## src/v06c_pkg.sv

```systemverilog
////////////////////
// Vector-06C CPU glue shared definitions
// Timing constants, speed modes, device codes and the
// structs that carry enables, requests and read data
////////////////////

package v06c_pkg;

	////////////////////
	// Constants

	localparam int PHASE_BITS      = 5;      // Free-running 24 MHz phase
	localparam int SLOW_DIV_BITS   = 10;     // Slow mode divider, in ce3 ticks
	localparam int IRQ_DELAY_TICKS = 28;     // Retrace to interrupt tick
	localparam int IRQ_TICK_LEN    = 191;
	localparam int PAL_HOLD_CE6    = 3;      // Palette WR held for 3 pixel clocks
	localparam int PAL_DELAY_CE12  = 8;
	localparam logic [2:0] WS_WINDOW_PHASE = 3'd5;  // CPU memory slice
	localparam logic [7:0] PORT_RAMDISK    = 8'h10;

	////////////////////
	// Types

	typedef enum logic [1:0] {
		NORMAL = 2'b00,
		WARP   = 2'b01,    // 6 MHz, no wait states
		SLOW   = 2'b10,
		SINGLE = 2'b11     // Key tap clock
	} clock_mode_e;

	// Port bits 4:2
	typedef enum logic [2:0] {
		DEV_PPI      = 3'd0,
		DEV_PU       = 3'd1,
		DEV_PIT      = 3'd2,
		DEV_INTERNAL = 3'd3,
		DEV_RAMDISK  = 3'd4,
		DEV_AY       = 3'd5,
		DEV_FDC0     = 3'd6,
		DEV_FDC1     = 3'd7
	} io_dev_e;

	typedef struct packed {
		logic ce12;
		logic ce6;
		logic ce3;
		logic video_slice;    // Video owns the memory bus
		logic ws_window;
	} ce_t;

	// 8080 status word as put out on D7..D0 during SYNC
	typedef struct packed {
		logic mem_read;
		logic io_read;
		logic m1;
		logic io_write;
		logic halt_ack;
		logic stack;
		logic wo_n;
		logic int_ack;
	} cpu_status_t;

	typedef union packed {
		cpu_status_t status;
		logic [7:0]  data;
	} cpu_byte_u;

	typedef struct packed {
		io_dev_e    dev;
		logic [1:0] reg_idx;
		logic [7:0] wdata;
		logic       wr;
		logic       rd;
	} periph_req_t;

	typedef struct packed {
		logic [7:0] ppi;
		logic [7:0] pit;
		logic [7:0] ay;
		logic [7:0] fdc;
	} periph_rdata_t;

	typedef struct packed {
		logic [7:0] value;
		logic       wren;
	} palette_t;

endpackage
```

## src/v06c_glue_top.sv

```systemverilog
////////////////////
// Vector-06C CPU glue top level
// Clock enables, bus control, port decode, palette
// write timing and the retrace interrupt
////////////////////

`timescale 1ns/10ps

module v06c_glue_top (
	input  logic                    clk24,
	input  logic                    RESET_n,
	input  v06c_pkg::clock_mode_e   i_clk_mode,
	input  logic                    i_key_tap,
	input  logic                    i_sync,
	input  logic                    i_wr_n,
	input  logic [7:0]              i_cpu_do,
	input  logic [7:0]              i_port_addr,
	input  logic [7:0]              i_mem_rdata,
	input  v06c_pkg::periph_rdata_t i_periph_rdata,
	input  logic                    i_retrace,
	input  logic                    i_inte,
	output logic                    o_cpu_ce,
	output logic                    o_ready,
	output logic                    o_int,
	output logic [7:0]              o_cpu_di,
	output v06c_pkg::periph_req_t   o_periph_req,
	output v06c_pkg::palette_t      o_palette,
	output v06c_pkg::ce_t           o_ce
);
	import v06c_pkg::*;

	cpu_status_t status;
	logic [7:0]  io_rdata;

	clock_enables u_clocks (
		.clk24      (clk24),
		.RESET_n    (RESET_n),
		.i_clk_mode (i_clk_mode),
		.i_key_tap  (i_key_tap),
		.o_ce       (o_ce),
		.o_cpu_ce   (o_cpu_ce)
	);

	cpu_bus_control u_bus (
		.clk24       (clk24),
		.RESET_n     (RESET_n),
		.i_ce        (o_ce),
		.i_cpu_ce    (o_cpu_ce),
		.i_warp      (i_clk_mode == WARP),   // No wait states in warp
		.i_sync      (i_sync),
		.i_cpu_do    (i_cpu_do),
		.i_mem_rdata (i_mem_rdata),
		.i_io_rdata  (io_rdata),
		.o_status    (status),
		.o_ready     (o_ready),
		.o_cpu_di    (o_cpu_di)
	);

	io_port_decoder u_ports (
		.clk24          (clk24),
		.RESET_n        (RESET_n),
		.i_cpu_ce       (o_cpu_ce),
		.i_wr_n         (i_wr_n),
		.i_status       (status),
		.i_cpu_do       (i_cpu_do),
		.i_port_addr    (i_port_addr),
		.i_periph_rdata (i_periph_rdata),
		.o_periph_req   (o_periph_req),
		.o_io_rdata     (io_rdata)
	);

	palette_writer u_palette (
		.clk24        (clk24),
		.RESET_n      (RESET_n),
		.i_ce         (o_ce),
		.i_periph_req (o_periph_req),
		.o_palette    (o_palette)
	);

	retrace_irq u_irq (
		.clk24     (clk24),
		.RESET_n   (RESET_n),
		.i_cpu_ce  (o_cpu_ce),
		.i_retrace (i_retrace),
		.i_inte    (i_inte),
		.i_status  (status),
		.o_int     (o_int)
	);

endmodule

```

## src/retrace_irq.sv

```systemverilog
////////////////////
// Retrace interrupt
// Delay after retrace, then the interrupt tick, and the
// request flip-flop held until the CPU acknowledges
////////////////////

`timescale 1ns/10ps

module retrace_irq (
	input  logic                  clk24,
	input  logic                  RESET_n,
	input  logic                  i_cpu_ce,
	input  logic                  i_retrace,
	input  logic                  i_inte,
	input  v06c_pkg::cpu_status_t i_status,
	output logic                  o_int
);
	import v06c_pkg::*;

	logic int_delay, delay_q;
	logic int_tick, tick_q;
	logic int_q;

	cycle_oneshot #(.TICKS(IRQ_DELAY_TICKS)) u_delay (
		.clk24     (clk24),
		.RESET_n   (RESET_n),
		.i_cpu_ce  (i_cpu_ce),
		.i_trigger (i_retrace),
		.o_pulse   (int_delay)
	);

	// Fires at the end of the delay
	cycle_oneshot #(.TICKS(IRQ_TICK_LEN)) u_tick (
		.clk24     (clk24),
		.RESET_n   (RESET_n),
		.i_cpu_ce  (i_cpu_ce),
		.i_trigger (delay_q & ~int_delay),
		.o_pulse   (int_tick)
	);

	always_ff @(posedge clk24) begin
		if (!RESET_n) begin
			delay_q <= 1'b0;
			tick_q  <= 1'b0;
			int_q   <= 1'b0;
		end else begin
			delay_q <= int_delay;
			tick_q  <= int_tick;
			if (i_status.int_ack)
				int_q <= 1'b0;          // Ack wins
			else if (int_tick && !tick_q && i_inte)
				int_q <= 1'b1;
		end
	end

	assign o_int = int_q;

endmodule

```

## src/palette_writer.sv

```systemverilog
////////////////////
// Palette writer
// Mimics the async palette RAM write window of the
// original board: hold for 3 pixel clocks, then delay
////////////////////

`timescale 1ns/10ps

module palette_writer (
	input  logic                  clk24,
	input  logic                  RESET_n,
	input  v06c_pkg::ce_t         i_ce,
	input  v06c_pkg::periph_req_t i_periph_req,
	output v06c_pkg::palette_t    o_palette
);
	import v06c_pkg::*;

	logic [7:0]                          value_q;
	logic [$clog2(PAL_HOLD_CE6 + 1)-1:0] hold_cnt;
	logic [PAL_DELAY_CE12-1:0]           wren_dly;
	logic                                pal_wr;

	assign pal_wr = i_periph_req.wr & (i_periph_req.dev == DEV_INTERNAL);

	always_ff @(posedge clk24) begin
		if (pal_wr)
			value_q <= i_periph_req.wdata;
	end

	always_ff @(posedge clk24) begin
		if (!RESET_n) begin
			hold_cnt <= '0;
			wren_dly <= '0;
		end else begin
			if (pal_wr)
				hold_cnt <= $bits(hold_cnt)'(PAL_HOLD_CE6);
			else if (i_ce.ce6 && hold_cnt != '0)
				hold_cnt <= hold_cnt - 1'b1;
			if (i_ce.ce12)
				wren_dly <= {wren_dly[PAL_DELAY_CE12-2:0], hold_cnt != '0};
		end
	end

	assign o_palette.value = value_q;
	assign o_palette.wren  = wren_dly[PAL_DELAY_CE12-1];

endmodule

```

## src/io_port_decoder.sv

```systemverilog
////////////////////
// I/O port decoder
// Latches the port address, selects a device, qualifies
// the strobes and picks the peripheral read byte
////////////////////

`timescale 1ns/10ps

module io_port_decoder (
	input  logic                    clk24,
	input  logic                    RESET_n,
	input  logic                    i_cpu_ce,
	input  logic                    i_wr_n,
	input  v06c_pkg::cpu_status_t   i_status,
	input  logic [7:0]              i_cpu_do,
	input  logic [7:0]              i_port_addr,
	input  v06c_pkg::periph_rdata_t i_periph_rdata,
	output v06c_pkg::periph_req_t   o_periph_req,
	output logic [7:0]              o_io_rdata
);
	import v06c_pkg::*;

	logic [7:0]  port_q;
	io_dev_e     dev;
	logic        dev_sel;
	logic        rd_sel;
	logic        ppi_rd, pu_rd, pit_rd, ay_rd, fdc_rd;
	periph_req_t req_q;

	// Ports 000xxxYY
	assign dev = io_dev_e'(port_q[4:2]);

	always_comb begin
		dev_sel = (port_q[7:5] == 3'b000);
		if (dev == DEV_AY)
			dev_sel = dev_sel & ~port_q[1];          // Only 14 and 15
		else if (dev == DEV_RAMDISK)
			dev_sel = (port_q == PORT_RAMDISK);
	end

	assign rd_sel = i_status.io_read & dev_sel;
	assign ppi_rd = rd_sel & (dev == DEV_PPI);
	assign pu_rd  = rd_sel & (dev == DEV_PU);
	assign pit_rd = rd_sel & (dev == DEV_PIT);
	assign ay_rd  = rd_sel & (dev == DEV_AY);
	assign fdc_rd = rd_sel & ((dev == DEV_FDC0) | (dev == DEV_FDC1));

	always_ff @(posedge clk24) begin
		if (!RESET_n) begin
			port_q <= '0;
			req_q  <= '0;
		end else begin
			if (i_cpu_ce)
				port_q <= i_port_addr;
			req_q.dev     <= dev;
			req_q.reg_idx <= ~port_q[1:0];  // Inverted as on the board
			req_q.wdata   <= i_cpu_do;
			req_q.wr      <= i_cpu_ce & ~i_wr_n & i_status.io_write & dev_sel;
			req_q.rd      <= rd_sel;
		end
	end

	assign o_periph_req = req_q;

	////////////////////
	// Read byte select

	always_comb begin
		case ({ppi_rd, pu_rd, pit_rd, ay_rd, fdc_rd})
			5'b10000: o_io_rdata = i_periph_rdata.ppi;
			5'b01000: o_io_rdata = 8'h00;    // No parallel unit fitted
			5'b00100: o_io_rdata = i_periph_rdata.pit;
			5'b00010: o_io_rdata = i_periph_rdata.ay;
			5'b00001: o_io_rdata = i_periph_rdata.fdc;
			default:  o_io_rdata = 8'hFF;
		endcase
	end

endmodule

```

## src/cpu_bus_control.sv

```systemverilog
////////////////////
// CPU bus control
// 8080 status latch, READY wait states and data-in select
////////////////////

`timescale 1ns/10ps

module cpu_bus_control (
	input  logic                  clk24,
	input  logic                  RESET_n,
	input  v06c_pkg::ce_t         i_ce,
	input  logic                  i_cpu_ce,
	input  logic                  i_warp,
	input  logic                  i_sync,
	input  v06c_pkg::cpu_byte_u   i_cpu_do,
	input  logic [7:0]            i_mem_rdata,
	input  logic [7:0]            i_io_rdata,
	output v06c_pkg::cpu_status_t o_status,
	output logic                  o_ready,
	output logic [7:0]            o_cpu_di
);
	import v06c_pkg::*;

	cpu_status_t status_q;
	logic        ready_q;
	logic        mem_req;

	// CPU wants memory, not I/O
	assign mem_req = (i_cpu_do.status.mem_read | ~i_cpu_do.status.wo_n)
		& ~i_cpu_do.status.io_read & ~i_cpu_do.status.io_write;

	always_ff @(posedge clk24) begin
		if (!RESET_n) begin
			status_q <= '0;
			ready_q  <= 1'b1;
		end else begin
			if (i_cpu_ce && i_sync)
				status_q <= i_cpu_do.status;

			// Release in the CPU slice, which beats a new wait request
			if (i_ce.ws_window)
				ready_q <= 1'b1;
			else if (i_cpu_ce && i_sync && !i_warp && mem_req)
				ready_q <= 1'b0;  // Memory cycle outside CPU slice
		end
	end

	always_comb begin
		if (status_q.int_ack)
			o_cpu_di = 8'hFF;     // RST 7 on the bus
		else if (status_q.io_read)
			o_cpu_di = i_io_rdata;
		else
			o_cpu_di = i_mem_rdata;
	end

	assign o_status = status_q;
	assign o_ready  = ready_q;

endmodule

```

## src/clock_enables.sv

```systemverilog
////////////////////
// Clock enables
// Phase counter, ce12/ce6/ce3 pulses, wait state window
// and the CPU enable for the four speed modes
////////////////////

`timescale 1ns/10ps

module clock_enables (
	input  logic                  clk24,
	input  logic                  RESET_n,
	input  v06c_pkg::clock_mode_e i_clk_mode,
	input  logic                  i_key_tap,
	output v06c_pkg::ce_t         o_ce,
	output logic                  o_cpu_ce
);
	import v06c_pkg::*;

	logic [PHASE_BITS-1:0]    phase;
	logic [SLOW_DIV_BITS-1:0] slow_div;
	clock_mode_e              mode_q;
	logic [1:0]               tap_sync;
	logic                     tap_q;
	logic                     tap_pulse;

	always_ff @(posedge clk24) begin
		if (!RESET_n) begin
			phase     <= '0;
			slow_div  <= '0;
			mode_q    <= NORMAL;
			tap_sync  <= 2'b00;
			tap_q     <= 1'b0;
			tap_pulse <= 1'b0;
		end else begin
			phase  <= phase + 1'b1;
			mode_q <= i_clk_mode;
			if (o_ce.ce3)
				slow_div <= slow_div + 1'b1;

			// Key tap synchronizer and rising edge
			tap_sync  <= {tap_sync[0], i_key_tap};
			tap_q     <= tap_sync[1];
			tap_pulse <= tap_sync[1] & ~tap_q;
		end
	end

	////////////////////
	// Enables from phase

	always_comb begin
		o_ce.ce12        = phase[0];
		o_ce.ce6         = &phase[1:0];
		o_ce.ce3         = &phase[2:0];
		o_ce.video_slice = phase[3];
		o_ce.ws_window   = (phase[4:2] == WS_WINDOW_PHASE);
	end

	// CPU enable per speed mode
	always_comb begin
		case (mode_q)
			WARP:    o_cpu_ce = o_ce.ce12 & ~o_ce.video_slice;  // Steal only CPU slices
			SLOW:    o_cpu_ce = o_ce.ce3 & (slow_div == '0);
			SINGLE:  o_cpu_ce = tap_pulse;
			default: o_cpu_ce = o_ce.ce3;
		endcase
	end

endmodule

```

## src/cycle_oneshot.sv

```systemverilog
////////////////////
// One-shot counted in CPU clock enables
////////////////////

`timescale 1ns/10ps

module cycle_oneshot #(
	parameter int TICKS = 28
) (
	input  logic clk24,
	input  logic RESET_n,
	input  logic i_cpu_ce,
	input  logic i_trigger,
	output logic o_pulse
);
	logic [$clog2(TICKS + 1)-1:0] cnt;
	logic                         trig_q;

	always_ff @(posedge clk24) begin
		if (!RESET_n) begin
			cnt    <= '0;
			trig_q <= 1'b0;
		end else begin
			trig_q <= i_trigger;
			if (i_trigger && !trig_q)
				cnt <= $bits(cnt)'(TICKS);   // Retrigger restarts the count
			else if (i_cpu_ce && cnt != '0)
				cnt <= cnt - 1'b1;
		end
	end

	assign o_pulse = (cnt != '0);

endmodule

```

## config.mk

```make
export PLATFORM = sky130hd
export DESIGN_NAME = v06c_glue_top
export DESIGN_NICKNAME = d
export VERILOG_FILES = /design/src/v06c_pkg.sv /design/src/v06c_glue_top.sv /design/src/retrace_irq.sv /design/src/palette_writer.sv /design/src/io_port_decoder.sv /design/src/cpu_bus_control.sv /design/src/clock_enables.sv /design/src/cycle_oneshot.sv
export SDC_FILE = /design/constraint.sdc
export NUM_CORES = 1
export LEC_CHECK = 0
export BUFFER_PORTS_ARGS = -buffer_cell sky130_fd_sc_hd__buf_2
export CAP_MARGIN = 20
export CORE_ASPECT_RATIO = 0.6
export CORE_MARGIN = 2
export CORE_UTILIZATION = 30
export DETAILED_ROUTE_END_ITERATION = 8
export GPL_TIMING_DRIVEN = 0
export SYNTH_ARGS = -nofsm -noshare
export SYNTH_HDL_FRONTEND = slang
export SYNTH_HIERARCHICAL = 1
export SYNTH_SLANG_ARGS = --single-unit
```

## constraint.sdc

```tcl
create_clock -name clk24 -period 7.9 [get_ports clk24]
set_clock_uncertainty 0.05 [all_clocks]
set_input_delay 0.79 -clock clk24 [delete_from_list [all_inputs] [get_ports clk24]]
set_output_delay 0.79 -clock clk24 [all_outputs]
set_load 0.005 [all_outputs]
```

==> metrics <==
run status finished clean; Hold Crit Class reg -> reg; root buffer cell clkbuf_16; Placer Congestion slightly below 0.9; crit-path max FO 13; critical path arrival 2.52 ns; core area roughly 12000 sq um; maxcap violations 0; Slew @ Worst Pin approximately 0.94 ns; share of layout cells above drive strength 1 29.90%; fin cells between 600 and 700; largest net degree at the start of global routing 45; Slew Viols, Final 0; CP Capture Type output pin; Longest Clk Path Bufs 2; Syn Area/Cell about 10 sq um; DR WL/cell between 10 and 15 um; number of global-route vias before repair ~2800; post-layout min period between 3 and 4 ns; cts hold-fix bufs 0; DR vias/cell 4.698; clock sinks 84; worst setup margin about 4.5 ns; TritonCTS clock tree yes; placed cell count between 600 and 700; pre-CTS WS between 4 and 5 ns; Post-Synthesis Cells ~370; RSZ-0062 raised after global routing no; width of the die 148.0 um; initial antenna violation count 0; LEAKAGE roughly 2.0 nW; grt peak-use layer met1; ANT cells 0; WS Path Type reg -> out; clk slew on worst S/H paths ~0.070 ns; setup bufs post-CTS 0; # DRC 0; peak supply drop approximately 0.00012 V; Yosys Warn Count 6; Fmax 298.0 MHz; met1 Resource Use GR between 10% and 20%; worst path required time between 7 and 8 ns; GRT Total Usage a little over an eighth; FF-to-FF setup slack ~5 ns; synthesis-to-layout area growth 27.87%; Slew headroom between 30% and 40%; Routed WL 8710 um; first-pass GRT wire length ~14000 um; Rows 31; setup TNS 0 ns; CTS H-tree lvls 3; final period utilization a little over two fifths; syn_nets 438; Remaining Overflow, GRT 0; io pins around 110; IO Port Bufs about 100; met2 Usage GRT approximately 18%; die area between 10000 and 15000 sq um; GR Layer Usage met3 under 10%; drt first pass iters 5; die height approximately 90 um; final setup vio count 0; Num CTS Buffers 9; post-CTS sizing 0; Clock Latency Late Sink around 0.33 ns; Post-DP HPWL between 6000 and 7000 um; Detailed Route Iter0 Violations ~160; type of origin of the critical path register; Power Dens Cells around 220 nW/um^2; via count ~3100; Initial Utilization a little under a third; synthesized area 3731 sq um; final hold vios 0; Post-DRT Antenna Nets 0; final net count ~550
## routing by layer
layer  share of wire, %  vias to the layer above
met4               0.41                        0
met5                  0                        -
met1                 52                     1426
met3                7.6                        7
met2                 40                       83
li1                   -                     1538
## critical path, stage by stage, from the launching register on
cell and delay (ns):
dfxtp_1 0.39, ha_1 0.25, ha_1 0.19, buf_2 0.22
nor2_1 0.08, a211oi_2 0.78, buf_2 0.26
## through the flow
step           utilization (%)  power (mW)  hold WS (ns)  area (sq um)
2_1_floorplan                -      0.5659        0.3174          3731
3_3_place_gp             36.84      0.6122        0.3247          4458
3_5_place_dp             36.88      0.6168        0.3227          4463
4_1_cts                  39.42       1.046        0.3316          4771
5_1_grt                  39.42       1.091        0.3459          4771
6_report                 39.42       1.033        0.3324          4771
## where the power goes
group,leakage (nW),internal (mW),total [mW],switching [mW]
Combinational,1.14,0.0680,0.136,0.0679
Sequential,0.695,0.452,0.471,0.0192
Clock,0.150,0.250,0.426,0.176
## sequential cells by signal (all words and copies together) (netlist names)
register,cells
u_bus/o_ready,1
u_clocks/phase,5
u_palette/hold_cnt,2
u_clocks/mode_q,2
u_irq/tick_q,1
u_ports/port_q,8
u_irq/u_tick/trig_q,1
u_palette/wren_dly,8
u_ports/o_periph_req,15
u_bus/o_status,3
u_irq/u_delay/cnt,5
u_irq/delay_q,1
u_palette/value_q,8
u_clocks/tap_sync,2
u_irq/u_delay/trig_q,1
u_clocks/tap_q,1
u_irq/u_tick/cnt,8
u_clocks/tap_pulse,1
u_irq/o_int,1
u_clocks/slow_div,10
## layout make-up
cell class	instances	area, sq um
Clock inverter	7	82.58
Buffer	16	82.58
Multi-Input combinational cell	248	1828
Clock buffer	9	225.2
Tap cell	165	206.4
Inverter	17	63.81
Timing Repair Buffer	104	520.5
Fill cell	1227	7331
Sequential cell	84	1762
## final timing paths
kind	startpoint	endpoint	cells after the start
worst min register to register	u_clocks/tap_q	u_clocks/tap_pulse	1
worst min-delay path	u_clocks/tap_q	u_clocks/tap_pulse	1
worst max register to register	u_clocks/phase[0]	u_irq/u_delay/cnt[3]	8
worst max-delay path	u_clocks/phase[0]	o_cpu_ce	6
## cells in the final DEF (no fill, tap or decap), types with 5 or more instances in the layout
master	count
ha_1	8
xor2_1	7
nor2_1	15
nand3_1	6
nor2b_1	26
clkbuf_1	6
o211ai_1	8
nand2b_1	6
a21boi_0	7
nand2_1	21
clkbuf_16	9
mux2i_1	18
a21oi_1	10
dfxtp_1	76
a221oi_1	16
and2_1	23
a211o_1	9
inv_1	17
edfxtp_1	8
buf_4	5
buf_2	107
Note: power is estimated with default switching activity, not from simulation.
